[config.mk]
export PLATFORM = sky130hd
export DESIGN_NAME = pc_reg
export DESIGN_NICKNAME = d
export VERILOG_FILES = /design/src/hw/fetch_pkg.sv /design/src/hw/pc_reg.sv
export SDC_FILE = /design/constraint.sdc
export NUM_CORES = 1
export LEC_CHECK = 0
export BUFFER_PORTS_ARGS = -buffer_cell sky130_fd_sc_hd__buf_2
export CAP_MARGIN = 20
export CORE_MARGIN = 2
export CORE_UTILIZATION = 50
export CTS_BUF_LIST = sky130_fd_sc_hd__clkbuf_4 sky130_fd_sc_hd__clkbuf_8
export DETAILED_ROUTE_END_ITERATION = 16
export PLACE_DENSITY_LB_ADDON = 0.05
export SETUP_SLACK_MARGIN = 0.02
export SYNTH_ARGS = -nofsm -noshare
export SYNTH_HDL_FRONTEND = slang
export SYNTH_SLANG_ARGS = --single-unit
export TNS_END_PERCENT = 30
[constraint.sdc]
create_clock -name clk -period 1.2 [get_ports clk]
set_input_delay 0.18 -clock clk [delete_from_list [all_inputs] [get_ports clk]]
set_output_delay 0.18 -clock clk [all_outputs]
set_load 0.03 [all_outputs]
[src/hw/fetch_pkg.sv]
package fetch_pkg;

    // conditional branch kinds resolved in this stage
    typedef enum logic [2:0] {
        br_none = 3'd0,
        br_beq  = 3'd1,
        br_bne  = 3'd2,
        br_blez = 3'd3,
        br_bgtz = 3'd4,
        br_bltz = 3'd5,
        br_bgez = 3'd6
    } branch_type_e;

    // next pc sources
    typedef enum logic [2:0] {
        sel_seq    = 3'd0,  // pc + 4
        sel_jump   = 3'd1,  // j / jal target
        sel_epc    = 3'd2,  // eret
        sel_exc    = 3'd3,  // exception entry
        sel_branch = 3'd4,
        sel_jreg   = 3'd5   // jr / jalr
    } pc_sel_e;

    // icache refill fsm
    typedef enum logic [1:0] {
        st_idle        = 2'd0,
        st_refill_req  = 2'd1,
        st_refill_wait = 2'd2,
        st_fill        = 2'd3
    } icache_state_e;

    localparam logic [31:0] RESET_PC = 32'hbfc0_0000; // boot rom, kseg1

endpackage

[src/hw/pc_reg.sv]
module pc_reg (
    input  logic        clk,
    input  logic        arst_n,
    input  logic        pc_wr,
    input  logic        stall,   // icache refill in progress
    input  logic [31:0] next_pc,
    output logic [31:0] pc
);

    logic load;

    // hazard unit and cache must both agree
    assign load = pc_wr && !stall;

    always_ff @(posedge clk or negedge arst_n) begin
        if (!arst_n) begin
            pc <= fetch_pkg::RESET_PC;
        end else if (load) begin
            pc <= next_pc;
        end
    end

endmodule

==> results.toml <==
[detailed_routing]
drtIter0Drc = 22
drc = 0
post_drt_wl_per_cell_um = 14.2
routed_wl_um = 2490
dr.pass1.iters = 4
vias_per_cell = 4.73
drtAntennaViolNets = 0
num_vias = 828

[synthesis]
ys_ff_latch = 32
syn_area_per_cell_um2 = 19.9
yosys_warnings = 0
syn_area_mm2 = 0.00137
syn_nets = 105
syn_inst = 69
synth_cell_type_count = 7
yosysSeqAreaShare_pct = 59.3

[placed_design]
preCtsSetupSlack_ns = 0.0841
io_buffers = 67
hpwl_um = 1850
gp_congestion = 0.651

[power]
ir_drop_mv = 1.20
power_density_mw_per_mm2 = 1620
intPower_uw = 2080
switchingPower_uw = 947
p_total_uw = 3030
pwr-share-seq_pct = 45.1
p_leak_uw = 0.000961
power.share.clock_pct = 23.6
swShare_pct = 31.3
combPwrFrac_pct = 31.3

[cells_and_area]
fin_util_pct = 73.3
final_common_cell = "buf_2"
num-nets-final = 180
largest_reg_flops = 32
mostFrequentLayoutCells = "buf_2 (58), mux2_4 (30), dfrtp_1 (23)"
diodes = 0
area_delta_synth_final_pct = 36.2
n_fill_cell = 176
drive_gt1_share_pct = 83.4

[sta]
rsz0062_at_grt = "yes"
finalSetupViolations = 0
slew_violations = 0
fin_hold_ws_ns = 0.0759
finalClockSkew_ns = 0
worst_slack_ns = 0.0146
fin_crit_sh_pct = 98.8
hold_violations = 0
relSlewSlack_pct = 78.7
tightest_slew_ns = 0.320
max_freq_mhz = 844
fin_crit_ns = 1.19

[floorplan]
num_rows = 18
ios = 68
die_area_mm2 = 0.00317
start_util_pct = 53.8
die_h_um = 56.3
fp.coreArea_mm2 = 0.00254
die_x_um = 56.3

[worst_setup_path]
cp_cell_sequence = "buf_6"
worst-path-buf-inv = 1
setup.worst_path.end_class = "primary output"
slowest_stage = "dfstp_2"
cp.arrival_ns = 1.01
crit_family = "flip-flops"
path_max_fanout = 2
crit_required_ns = 1.02
start_kind = "flop"
max_stage_delay_ns = 0.55
critPathKind = "flop to primary output"

[global_routing]
grt-ovfl-total = 0
grt_pass1_vias = 893
grt_max_degree = 20
grt_pass1_wl_um = 4290
grt_usage_pct = 17.5
grt_antenna_before_repair = 0

[cts]
cts_sinks = 32
clkLatencyLatePin_ns = 0.31
clkTransAtPathRegs_ns = 0.11
postCtsSetupBuffers = 0
cts_buffers = 5
cts_max_level = 2
cts_root_buf = "clkbuf_4"
cts.path.max_buffers = 2
cts_tree = "built"

[job]
cap_violations = 0

[min_path]
min_path_type = "primary input to flop"

[outcome]
status = "finished clean"
## routing by layer
layer / vias to the layer above / share of wire, % / GRT usage (%)
met5: - / 0 / 0
met4: 0 / 0.68 / 5.10
met3: 4 / 7.9 / 5.07
met2: 45 / 47 / 26.4
met1: 392 / 44 / 24.7
li1: 387 / - / -
## final timing paths
kind / startpoint / end / slack (ns) / cells after the start
max in group asynchronous: arst_n / pc[6]$_DFFE_PN0P_ / 0.47 / 3
worst max-delay path: pc[29]$_DFFE_PN1P_ / pc[29] / 0.01 / 1
worst min register to register: pc[21]$_DFFE_PN0P_ / pc[21]$_DFFE_PN0P_ / 0.52 / 1
worst min-delay path: next_pc[17] / pc[17]$_DFFE_PN0P_ / 0.08 / 2
worst max register to register: pc[14]$_DFFE_PN0P_ / pc[14]$_DFFE_PN0P_ / 0.42 / 1
min in group asynchronous: arst_n / pc[21]$_DFFE_PN0P_ / 0.29 / 2
## cell type report
type / count / area (µm²) / share of cell area [%]
tap: 30 / 37.5 / 2.01
clock buffer: 8 / 72.6 / 3.89
timing repair buffer: 72 / 457 / 24.5
multi-input combinational: 33 / 487 / 26.1
sequential: 32 / 812 / 43.5
## repair_timing
item | 4_1_cts | 5_1_grt
hold buffers | 1 | 0
setup endpoints to repair | 9 | 9
resized for setup | 18 | 0
hold endpoints to repair | 4 | 0
## synthesized netlist by cell type
| cell type | count | area [µm²] |
|---|---|---|
| mux2_4 | 30 | 450 |
| dfrtp_1 | 23 | 576 |
| dfstp_2 | 9 | 236 |
| buf_12 | 3 | 60.1 |
| mux2_2 | 2 | 22.5 |
| buf_6 | 1 | 11.3 |
| nor2b_4 | 1 | 13.8 |
## power by group through the flow
stage | Clock [µW] | Sequential, µW | Combinational [µW]
floorplan | 0 | 1700 | 295
global placement | 0 | 1370 | 883
detailed placement | 0 | 1370 | 899
CTS | 730 | 1370 | 956
global route | 780 | 1390 | 994
finish | 715 | 1370 | 946
## cell families after synthesis
logic type | count (synthesis) | synth area share [%]
flops | 32 | 59.3
mux | 32 | 34.5
buf+inv | 4 | 5.21
simple gates | 1 | 1.00
## stage by stage
stage | area (µm²) | instances | TNS [ns]
3_3_place_gp | 1730 | 166 | 0
6_report | 1870 | 175 | 0
5_1_grt | 1870 | 175 | -0.0571
4_1_cts | 1870 | 175 | -0.00103
2_1_floorplan | 1370 | 69 | 0
3_5_place_dp | 1730 | 166 | 0
Note: power is estimated with default switching activity, not from simulation.
