File: config.mk
export PLATFORM = sky130hd
export DESIGN_NAME = npc_select
export DESIGN_NICKNAME = d
export VERILOG_FILES = /design/src/hw/fetch_pkg.sv /design/src/hw/npc_select.sv
export SDC_FILE = /design/constraint.sdc
export NUM_CORES = 1
export LEC_CHECK = 0
export BUFFER_PORTS_ARGS = -buffer_cell sky130_fd_sc_hd__buf_2
export CAP_MARGIN = 10
export CORE_AREA = 2 2 126 128
export DETAILED_ROUTE_END_ITERATION = 16
export DIE_AREA = 0 0 128 130
export GPL_ROUTABILITY_DRIVEN = 0
export SLEW_MARGIN = 20
export SYNTH_ARGS = -nofsm -noshare
export SYNTH_HDL_FRONTEND = slang
export SYNTH_SLANG_ARGS = --single-unit
File: constraint.sdc
create_clock -name vclk -period 3.8
set_clock_uncertainty 0.05 [all_clocks]
set_input_delay 0.76 -clock vclk [all_inputs]
set_output_delay 0.76 -clock vclk [all_outputs]
set_load 0.01 [all_outputs]
File: src/hw/fetch_pkg.sv
package fetch_pkg;

    // conditional branch kinds resolved in this stage
    typedef enum logic [2:0] {
        br_none = 3'd0,
        br_beq  = 3'd1,
        br_bne  = 3'd2,
        br_blez = 3'd3,
        br_bgtz = 3'd4,
        br_bltz = 3'd5,
        br_bgez = 3'd6
    } branch_type_e;

    // next pc sources
    typedef enum logic [2:0] {
        sel_seq    = 3'd0,  // pc + 4
        sel_jump   = 3'd1,  // j / jal target
        sel_epc    = 3'd2,  // eret
        sel_exc    = 3'd3,  // exception entry
        sel_branch = 3'd4,
        sel_jreg   = 3'd5   // jr / jalr
    } pc_sel_e;

    // icache refill fsm
    typedef enum logic [1:0] {
        st_idle        = 2'd0,
        st_refill_req  = 2'd1,
        st_refill_wait = 2'd2,
        st_fill        = 2'd3
    } icache_state_e;

    localparam logic [31:0] RESET_PC = 32'hbfc0_0000; // boot rom, kseg1

endpackage

File: src/hw/npc_select.sv
module npc_select (
    input  logic                    [31:0] pc,
    input  logic                           exc_valid,
    input  logic                    [31:0] exc_vector,
    input  logic                           eret_valid,
    input  logic                    [31:0] epc,
    input  fetch_pkg::branch_type_e        exe_branch_type,
    input  logic                    [31:0] exe_pc,
    input  logic                    [31:0] exe_imm,
    input  logic                    [31:0] exe_rs_value,
    input  logic                    [31:0] exe_rt_value,
    input  logic                           exe_jreg,
    input  logic                           id_jump,
    input  logic                    [31:0] id_pc,
    input  logic                    [31:0] id_instr,
    output logic                    [31:0] next_pc
);

    fetch_pkg::pc_sel_e pc_sel;

    logic [31:0] pc_add4;
    logic [31:0] id_pc_add4;
    logic [31:0] jump_addr;
    logic [31:0] branch_addr;
    logic        rs_neg;
    logic        rs_zero;
    logic        branch_taken;

    assign pc_add4     = pc + 32'd4;
    assign id_pc_add4  = id_pc + 32'd4;
    assign jump_addr   = {id_pc_add4[31:28], id_instr[25:0], 2'b00}; // stays in 256MB region
    assign branch_addr = exe_pc + 32'd4 + {exe_imm[29:0], 2'b00};

    // sign and zero tests cover the signed compares against zero
    assign rs_neg  = exe_rs_value[31];
    assign rs_zero = (exe_rs_value == 32'd0);

    always_comb begin
        case (exe_branch_type)
            fetch_pkg::br_beq:  branch_taken = (exe_rs_value == exe_rt_value);
            fetch_pkg::br_bne:  branch_taken = (exe_rs_value != exe_rt_value);
            fetch_pkg::br_blez: branch_taken = rs_neg || rs_zero;
            fetch_pkg::br_bgtz: branch_taken = !rs_neg && !rs_zero;
            fetch_pkg::br_bltz: branch_taken = rs_neg;
            fetch_pkg::br_bgez: branch_taken = !rs_neg;
            default:            branch_taken = 1'b0;
        endcase
    end

    // fixed priority, oldest pipeline stage wins
    always_comb begin
        if (exc_valid) begin
            pc_sel = fetch_pkg::sel_exc;
        end else if (eret_valid) begin
            pc_sel = fetch_pkg::sel_epc;
        end else if (branch_taken) begin
            pc_sel = fetch_pkg::sel_branch;
        end else if (exe_jreg) begin
            pc_sel = fetch_pkg::sel_jreg;
        end else if (id_jump) begin
            pc_sel = fetch_pkg::sel_jump;
        end else begin
            pc_sel = fetch_pkg::sel_seq;
        end
    end

    always_comb begin
        case (pc_sel)
            fetch_pkg::sel_exc:    next_pc = exc_vector;
            fetch_pkg::sel_epc:    next_pc = epc;
            fetch_pkg::sel_branch: next_pc = branch_addr;
            fetch_pkg::sel_jreg:   next_pc = exe_rs_value;
            fetch_pkg::sel_jump:   next_pc = jump_addr;
            default:               next_pc = pc_add4;
        endcase
    end

endmodule

==> results.yml, run 1 <==
status:
  status: "finished, violations left"
  violations: "negative setup slack"
logic_synthesis:
  yosysSeqAreaShare_pct: 0
  syn_nets: 955
  synth.avg_cell_area_um2: 7.11
  syn-cell-area_um2: 4270
  ys_warn_count: 0
  ys_types: 67
  synth_cells: 601
routing:
  vias: 6933
  wl_met1_um: 9730
  wl_met3_um: 1730
  drt-initial-drc-count: 544
  drt-pass1-iter-count: 8
  drc_errors: 0
  top_layer_used: "met4"
  vias_per_cell: 5.45
  wire_per_inst_um: 19.2
  ant_nets: 0
  wl_met2_um: 12000
  wl_um: 24500
worst_setup_path:
  path_max_fanout: 5
  required_ps: 2990
  worst_path_most_repeated_cell: "ha_4"
  endpoint_kind: "output pin"
  crit_chain: "buf_6 -> ha_4 -> ha_4 -> inv_2 -> fa_2 -> nor2b_2 -> o31a_1 -> o311ai_4 -> a31o_4 -> o2111a_1 -> nor4_1 -> or3_1 -> a22oi_2 -> buf_2"
  start_kind: "input port"
  worst_path_largest_cell_delay_ps: 350
  path_class: "input port to output pin"
  cp_slowest_cell: "or3_1"
  cp_data_arrival_time_ps: 3330
timing:
  final.setup.tns_ps: -6620
  holdWs_ps: 1810
  rsz0062_at_grt: "true"
  hold_viol_final: 0
  fin_crit_sh_pct: 109
  fin_crit_ps: 4140
  maxSlewHeadroom_pct: 64.2
  finalSetupViolCount: 30
  tightest_slew_ps: 532
  report.final.slew_viol_count: 0
  worst_slack_ps: -336
  fmax_mhz: 242
global_route:
  grt_first_pass_wirelength_um: 34800
  track_usage_pct: 26.5
  antenna_found_initial: 5
  grt-ovfl-total: 0
  grt_pass1_vias: 6667
  grt_max_degree: 37
floorplan:
  pin_count: 327
  core_um2: 15400
  rows: 46
  die_height_um: 130
  dieArea_um2: 16600
  die_w_um: 128
  start_util_pct: 27.7
layout:
  fin_nets: 1431
  sequential_cell_total: 0
  area_delta_synth_final_pct: 108
  final_area_um2: 8890
  clock_buffers: 0
  drive_above_1_share_pct: 59.3
  multi_input_area_um2: 5090
  seq_area_um2: 0
  nFillCells: 1412
power_and_ir_drop:
  totalPowerFinal_mw: 1.35
  power.density_nw_per_um2: 152
  vdd_drop_max_uv: 87.9
  leakagePower_nw: 4.16
clocking:
  postCtsHoldBufs: 0
place:
  place_area_um2: 7450
  place.detailed.hpwl_um: 19400
  portBuffers: 317
  dpl_worst_slack_ps: -471
hold_path:
  holdCritPathClass: "input port to output pin"
job:
  maxCapViolCount: 0
## synthesized netlist by cell type, types with 2 or more instances
cell       number  area share (%)
o2111ai_1       3            0.62
o21ai_0        18             2.1
nor2_1         49             4.3
nor3_1          8            0.94
a31oi_1        11             1.6
a41oi_1         4            0.82
nand3_1        20             2.3
clkbuf_1       19             1.7
o21a_1          3            0.53
nor2b_1        12             1.8
a2111oi_0       2            0.41
xnor2_1        65              13
nand4_1        27             4.0
o31a_1          3            0.62
a21o_1         15             2.6
a31o_2          3            0.62
o21bai_1        2            0.35
a211o_1         3            0.62
a221o_1         5             1.2
and4_1          3            0.62
buf_2           6            0.70
o211ai_1        3            0.53
nand2_1        54             4.7
a221oi_1       16             3.3
a22oi_1        21             3.7
a22o_1          9             1.8
nor4_2          4             1.2
a21oi_1        36             4.2
and2_1          5            0.73
and3_1          9             1.3
o21ai_1         2            0.23
a211oi_1        6             1.1
or2_2           3            0.44
a222oi_1       16             3.8
xor2_1         19             3.9
ha_1           58              17
inv_1          18             1.6
or3_1           2            0.29
o31ai_1         2            0.35
nor4_1         10             1.5
## layout make-up
| cell class | instances | share of cell area, % |
|---|---|---|
| tap | 192 | 2.70 |
| inverter | 18 | 0.789 |
| antenna | 6 | 0.169 |
| timing repair buffer | 502 | 39.0 |
| multi-input combinational | 555 | 57.3 |
## worst paths after layout
| check | start | to | slack [ps] | cells past startpoint |
|---|---|---|---|---|
| hold / removal | id_instr[5] | next_pc[7] | 1810 | 3 |
| setup / recovery | exe_pc[3] | next_pc[29] | -340 | 14 |
## routing by layer
| metal | GRT usage (%) | up-vias |
|---|---|---|
| met5 | 0 | - |
| met4 | 11.6 | 0 |
| met3 | 3.94 | 64 |
| met2 | 46.8 | 333 |
| met1 | 32.0 | 3220 |
| li1 | - | 3316 |
## stage by stage
stage               utilization [%]  instances
floorplan                         -        601
global placement               48.3       1224
detailed placement             48.3       1224
CTS                            54.0       1255
global route                   57.6       1271
finish                         57.6       1273
## critical path: cells and delay by family
family / cells / cell delay, ps
buffers and inverters: 3 / 310
adders and majority gates: 3 / 600
and+or+nand+nor: 3 / 460
AOI/OAI and AO/OA: 5 / 1210
## power by group
group	internal, mW	total [mW]	leakage (nW)	switching, mW
registers	0	0	0	0
logic	0.703	1.35	4.16	0.648
clock network	0.000000212	0.000000212	0.0000380	0
total	0.703	1.35	4.16	0.648
## cell usage in the layout (no fill, tap or decap), types with 4 or more instances in the layout
master and instances:
buf_2 292, buf_4 136, nand2_1 52, xnor2_1 52, buf_6 50, nor2_1 46
ha_1 33, nand4_1 27, ha_4 24, a21oi_1 22, nand3_1 20, xor2_1 18
a222oi_1 16, a21o_1 15, inv_1 14, a22oi_2 14, xnor2_2 13, o21ai_0 12
buf_12 11, a31oi_1 10, a22o_1 9, a21oi_2 9, buf_8 9, nor2b_1 8
a221oi_2 8, nor4_4 7, and3_1 7, nor3_1 7, a22oi_1 7, diode_2 6
a221oi_4 5, and2_1 5, a21oi_4 5, a221o_1 5, nor4_2 4, a211oi_1 4
o21ai_1 4
## cell families after synthesis
| logic type | after synthesis | share of synthesized area, % |
|---|---|---|
| mux | 1 | 0.234 |
| simple gates | 211 | 25.0 |
| buf+inv | 46 | 4.48 |
| xor+xnor | 84 | 17.2 |
| compound gates | 200 | 35.6 |
| fa+ha+maj | 59 | 17.5 |
## repair_timing
action,in CTS,in global routing
cloned,4,1
setup endpoints to repair,32,32
buffers inserted,28,20
resized for setup,120,87
pin swaps,71,67
Note: power is estimated with default switching activity, not from simulation.
==> run 2, diff against run 1 <==
--- a/config.mk
+++ b/config.mk
@@ -6,11 +6,11 @@
 export NUM_CORES = 1
 export LEC_CHECK = 0
 export BUFFER_PORTS_ARGS = -buffer_cell sky130_fd_sc_hd__buf_2
-export CAP_MARGIN = 10
-export CORE_AREA = 2 2 126 128
+export CORE_ASPECT_RATIO = 0.5
+export CORE_UTILIZATION = 30
 export DETAILED_ROUTE_END_ITERATION = 16
-export DIE_AREA = 0 0 128 130
 export GPL_ROUTABILITY_DRIVEN = 0
+export PLACE_DENSITY = 0.66
 export SLEW_MARGIN = 20
 export SYNTH_ARGS = -nofsm -noshare
 export SYNTH_HDL_FRONTEND = slang
==> run 2 against run 1 <==
Hold slack worse by 22 ps. Via count is 0.79% higher. Total power is 0.60% higher. Die area is 11% lower. Non-clock buffer count is 19 lower. The flow still finishes with violations (negative setup slack).
==> results.yml, run 2 (synthesized netlist as in run 1, its figures left out) <==
status:
  status: "finished, violations left"
  violations: "negative setup slack"
timing:
  maxSlewHeadroom_pct: 50.4
  finalSetupViolCount: 32
  fin_crit_ps: 4320
  holdWs_ps: 1780
  fmax_mhz: 231
  tightest_slew_ps: 737
  worst_slack_ps: -523
  rsz0062_at_grt: "true"
  report.final.slew_viol_count: 0
  final.setup.tns_ps: -7880
  hold_viol_final: 0
  fin_crit_sh_pct: 114
place:
  place.detailed.hpwl_um: 19300
  place_area_um2: 7270
  dpl_worst_slack_ps: -469
  portBuffers: 317
floorplan:
  die_w_um: 171
  dieArea_um2: 14700
  core_um2: 13700
  rows: 30
  start_util_pct: 31.2
  pin_count: 327
  die_height_um: 86.4
routing:
  wl_um: 24300
  ant_nets: 0
  wire_per_inst_um: 19.5
  vias_per_cell: 5.59
  drt-pass1-iter-count: 7
  vias: 6988
  drc_errors: 0
  drt-initial-drc-count: 755
worst_setup_path:
  required_ps: 2990
  cp_slowest_cell: "o311ai_4"
  start_kind: "input port"
  cp_data_arrival_time_ps: 3510
  worst_path_most_repeated_cell: "ha_4"
  endpoint_kind: "output pin"
  critPathBufInv: 3
  crit_chain: "buf_6 -> ha_4 -> ha_4 -> inv_2 -> fa_2 -> nor2b_2 -> o31a_1 -> o311ai_4 -> a31o_4 -> o2111a_1 -> nor4_2 -> or3_4 -> a22oi_2 -> buf_2"
  path_depth: 14
  path_class: "input port to output pin"
  startpoint: "exe_pc[3]"
  worst_path_largest_cell_delay_ps: 420
  path_max_fanout: 3
  path_delay_family: "compound AO/OA/AOI/OAI gates"
hold_path:
  holdCritPathClass: "input port to output pin"
  worstHoldPathCells: 3
  hp-start: "id_instr[5]"
  worstHoldEndpoint: "next_pc[7]"
layout:
  final_area_um2: 8660
  mostFrequentLayoutCells: "buf_2 (293), buf_4 (132), nand2_1 (51)"
  clock_buffers: 0
  layout_commonest_cell: "buf_2"
  fin_nets: 1413
  area_delta_synth_final_pct: 103
  sequential_cell_total: 0
  drive_above_1_share_pct: 58.8
  num_antenna_cells: 0
  seq_area_um2: 0
global_route:
  track_usage_pct: 29.1
  grt_pass1_vias: 6455
  antenna_found_initial: 0
  grt-ovfl-total: 0
  grt_max_degree: 22
  grt_first_pass_wirelength_um: 33500
job:
  maxCapViolCount: 0
power_and_ir_drop:
  power.density_nw_per_um2: 157
  vdd_drop_max_uv: 71.3
  totalPowerFinal_mw: 1.36
  leakagePower_nw: 4.08
clocking:
  postCtsHoldBufs: 0
[run 2: cell count changes in the layout (fill, tap and decap cells not counted), sizes merged]
cell and delta:
buf -18, o311a +1, diode -6, clkbuf -1
[run 2: per-stage QoR]
stage,util (%),std cells
3_5_place_dp,53.1,1212
6_report,63.2,1249
4_1_cts,58.8,1234
3_3_place_gp,53.1,1212
5_1_grt,63.2,1249
2_1_floorplan,-,601
[run 2: repair_timing]
item	in CTS	in global routing
endpoints found under the setup margin	32	32
gates resized for setup	109	88
gates cloned	2	2
pin swaps	77	67
setup buffers	21	18
[run 2: how the worst max path moves through the flow]
stage | to
after floorplan | next_pc[29]
after global placement | next_pc[29]
after detailed placement | next_pc[29]
after CTS | next_pc[29]
after global routing | next_pc[25]
final | next_pc[29]
[run 2: routing by layer]
metal  track usage [%]  wire length, µm
met5              2.34                0
met1              40.4            10600
met4              4.26              422
met2              48.3            11100
met3              4.29             2160
[run 2: where the power goes]
part | total [mW] | internal, mW | switching, mW
Combinational | 1.36 | 0.700 | 0.659
Clock | 0 | 0 | 0
Sequential | 0 | 0 | 0
Total | 1.36 | 0.700 | 0.659
[run 2: area by class of cell]
class | instances | area, µm²
fill | 1182 | 5040
inverter | 18 | 67.6
multi-input combinational | 556 | 5110
tap | 192 | 240
timing repair buffer | 483 | 3240
==> run 3, diff against run 2 <==
--- a/config.mk
+++ b/config.mk
@@ -6,11 +6,13 @@
 export NUM_CORES = 1
 export LEC_CHECK = 0
 export BUFFER_PORTS_ARGS = -buffer_cell sky130_fd_sc_hd__buf_2
+export CELL_PAD_IN_SITES_DETAIL_PLACEMENT = 0
+export CELL_PAD_IN_SITES_GLOBAL_PLACEMENT = 1
 export CORE_ASPECT_RATIO = 0.5
-export CORE_UTILIZATION = 30
+export CORE_UTILIZATION = 25
 export DETAILED_ROUTE_END_ITERATION = 16
 export GPL_ROUTABILITY_DRIVEN = 0
-export PLACE_DENSITY = 0.66
+export PLACE_DENSITY_LB_ADDON = 0.1
 export SLEW_MARGIN = 20
 export SYNTH_ARGS = -nofsm -noshare
 export SYNTH_HDL_FRONTEND = slang
==> run 3 against run 2 <==
The run still ends with negative setup slack left. Sequential cell count is the same. First-iteration DRC count shrank 53%. Sequential share of layout area is the same. Non-clock buffer count shrank 10. Highest routed layer unchanged. Largest power group unchanged. Routed wire length shrank 6.2%. Via count shrank 6.3%. Total power shrank 4.9%.
==> results.yml, run 3 (synthesized netlist as in run 1, its figures left out) <==
global_route:
  grt_max_degree: 24
  grt_first_pass_wirelength_um: 33300
  top_usage_layer: "met2"
  grt.met2_usage_pct: 42.9
  grt_pass1_vias: 6333
  antenna_found_initial: 0
  grtUsageMet1_pct: 32.2
  grt-ovfl-total: 0
  track_usage_pct: 23.6
  grtUsageMet3_pct: 1.15
floorplan:
  die_height_um: 94.4
  rows: 33
  die_w_um: 187
  start_util_pct: 25.9
  pin_count: 327
  dieArea_um2: 17600
  core_um2: 16500
hold_path:
  hp-start: "id_instr[5]"
  holdCritPathClass: "input port to output pin"
  worstHoldEndpoint: "next_pc[7]"
  worstHoldPathCells: 3
worst_setup_path:
  path_max_fanout: 3
  path_class: "input port to output pin"
  required_ps: 2990
  startpoint: "exe_imm[2]"
  start_kind: "input port"
  cp_data_arrival_time_ps: 3550
  endpoint_kind: "output pin"
power_and_ir_drop:
  power.density_nw_per_um2: 155
  leakagePower_nw: 3.92
  totalPowerFinal_mw: 1.29
  vdd_drop_max_uv: 78.0
place:
  portBuffers: 317
  place.detailed.hpwl_um: 19100
timing:
  fin_crit_ps: 4360
  holdWs_ps: 1780
  maxSlewHeadroom_pct: 62.0
  worst_slack_ps: -560
  finalSetupViolCount: 32
  hold_viol_final: 0
  tightest_slew_ps: 571
  fmax_mhz: 229
  rsz0062_at_grt: "true"
  report.final.slew_viol_count: 0
  fin_crit_sh_pct: 115
layout:
  sequential_cell_total: 0
  layout_commonest_cell: "buf_2"
  clock_buffers: 0
  seq_area_um2: 0
  nFillCells: 1698
  num_antenna_cells: 0
  drive_above_1_share_pct: 56.2
  area_delta_synth_final_pct: 95.4
  fin_nets: 1402
  mostFrequentLayoutCells: "buf_2 (304), buf_4 (125), xnor2_1 (57)"
  final_util_pct: 50.5
status:
  violations: "negative setup slack"
  status: "finished, violations left"
routing:
  drt-pass1-iter-count: 9
  drt-initial-drc-count: 352
  ant_nets: 0
  wl_um: 22800
  vias_per_cell: 5.14
  vias: 6549
  drc_errors: 0
  wire_per_inst_um: 17.9
job:
  maxCapViolCount: 0
clocking:
  postCtsHoldBufs: 0
[run 3: cell types whose count changed in the layout (fill, tap and decap cells not counted), sizes merged]
cell / delta
buf: -10
o311a: -1
[run 3: stage by stage]
stage | instances | cell area (µm²) | setup slack (ps) | TNS, ps
floorplan | 601 | 4560 | -68.1 | -83.9
global placement | 1257 | 7410 | -636 | -15000
detailed placement | 1257 | 7410 | -643 | -14010
CTS | 1262 | 7920 | -516 | -7810
global route | 1273 | 8350 | -580 | -11410
finish | 1273 | 8350 | -560 | -8090
[run 3: worst max-delay path, stage by stage]
cell and delay (ps):
buf_6 100, ha_4 230, buf_6 110, ha_4 210
a211oi_2 230, nor2_2 90, a211o_1 290, a311oi_2 350
buf_4 230, buf_6 120, or2_4 130, a31oi_4 90
xnor2_2 160, a221o_1 330, buf_6 130
[run 3: area by class of cell]
cell class	count	area, µm²	share of cell area [%]
Inverter	18	70.1	0.840
Multi-Input combinational cell	555	4920	59.0
Tap cell	227	284	3.40
Timing Repair Buffer	473	3070	36.8
[run 3: worst max-delay path by stage]
| stage | endpoint | slack [ps] | cells past startpoint |
|---|---|---|---|
| detailed placement | next_pc[29] | -640 | 14 |
| CTS | next_pc[29] | -520 | 14 |
| floorplan | next_pc[29] | -70 | 12 |
| finish | next_pc[24] | -560 | 15 |
| global placement | next_pc[30] | -640 | 14 |
| global route | next_pc[29] | -580 | 14 |
[run 3: repair_timing]
action,in CTS,in global routing
pin swaps,82,54
buffers inserted,11,11
cloned,0,3
resized for setup,82,62
endpoints found under the hold margin,0,0
setup endpoints to repair,32,32
[run 3: metal layers]
| layer | share of wire (%) | wire length, µm | vias up |
|---|---|---|---|
| li1 | - | - | 3251 |
| met1 | 46 | 10500 | 3079 |
| met2 | 49 | 11100 | 205 |
| met3 | 4.5 | 1020 | 14 |
| met4 | 0.89 | 202 | 0 |
| met5 | 0 | 0 | - |
[run 3: where the power goes]
group          leakage (nW)  internal, mW  switching (mW)
Combinational          3.92         0.664           0.628
Sequential                0             0               0
Clock                     0             0               0
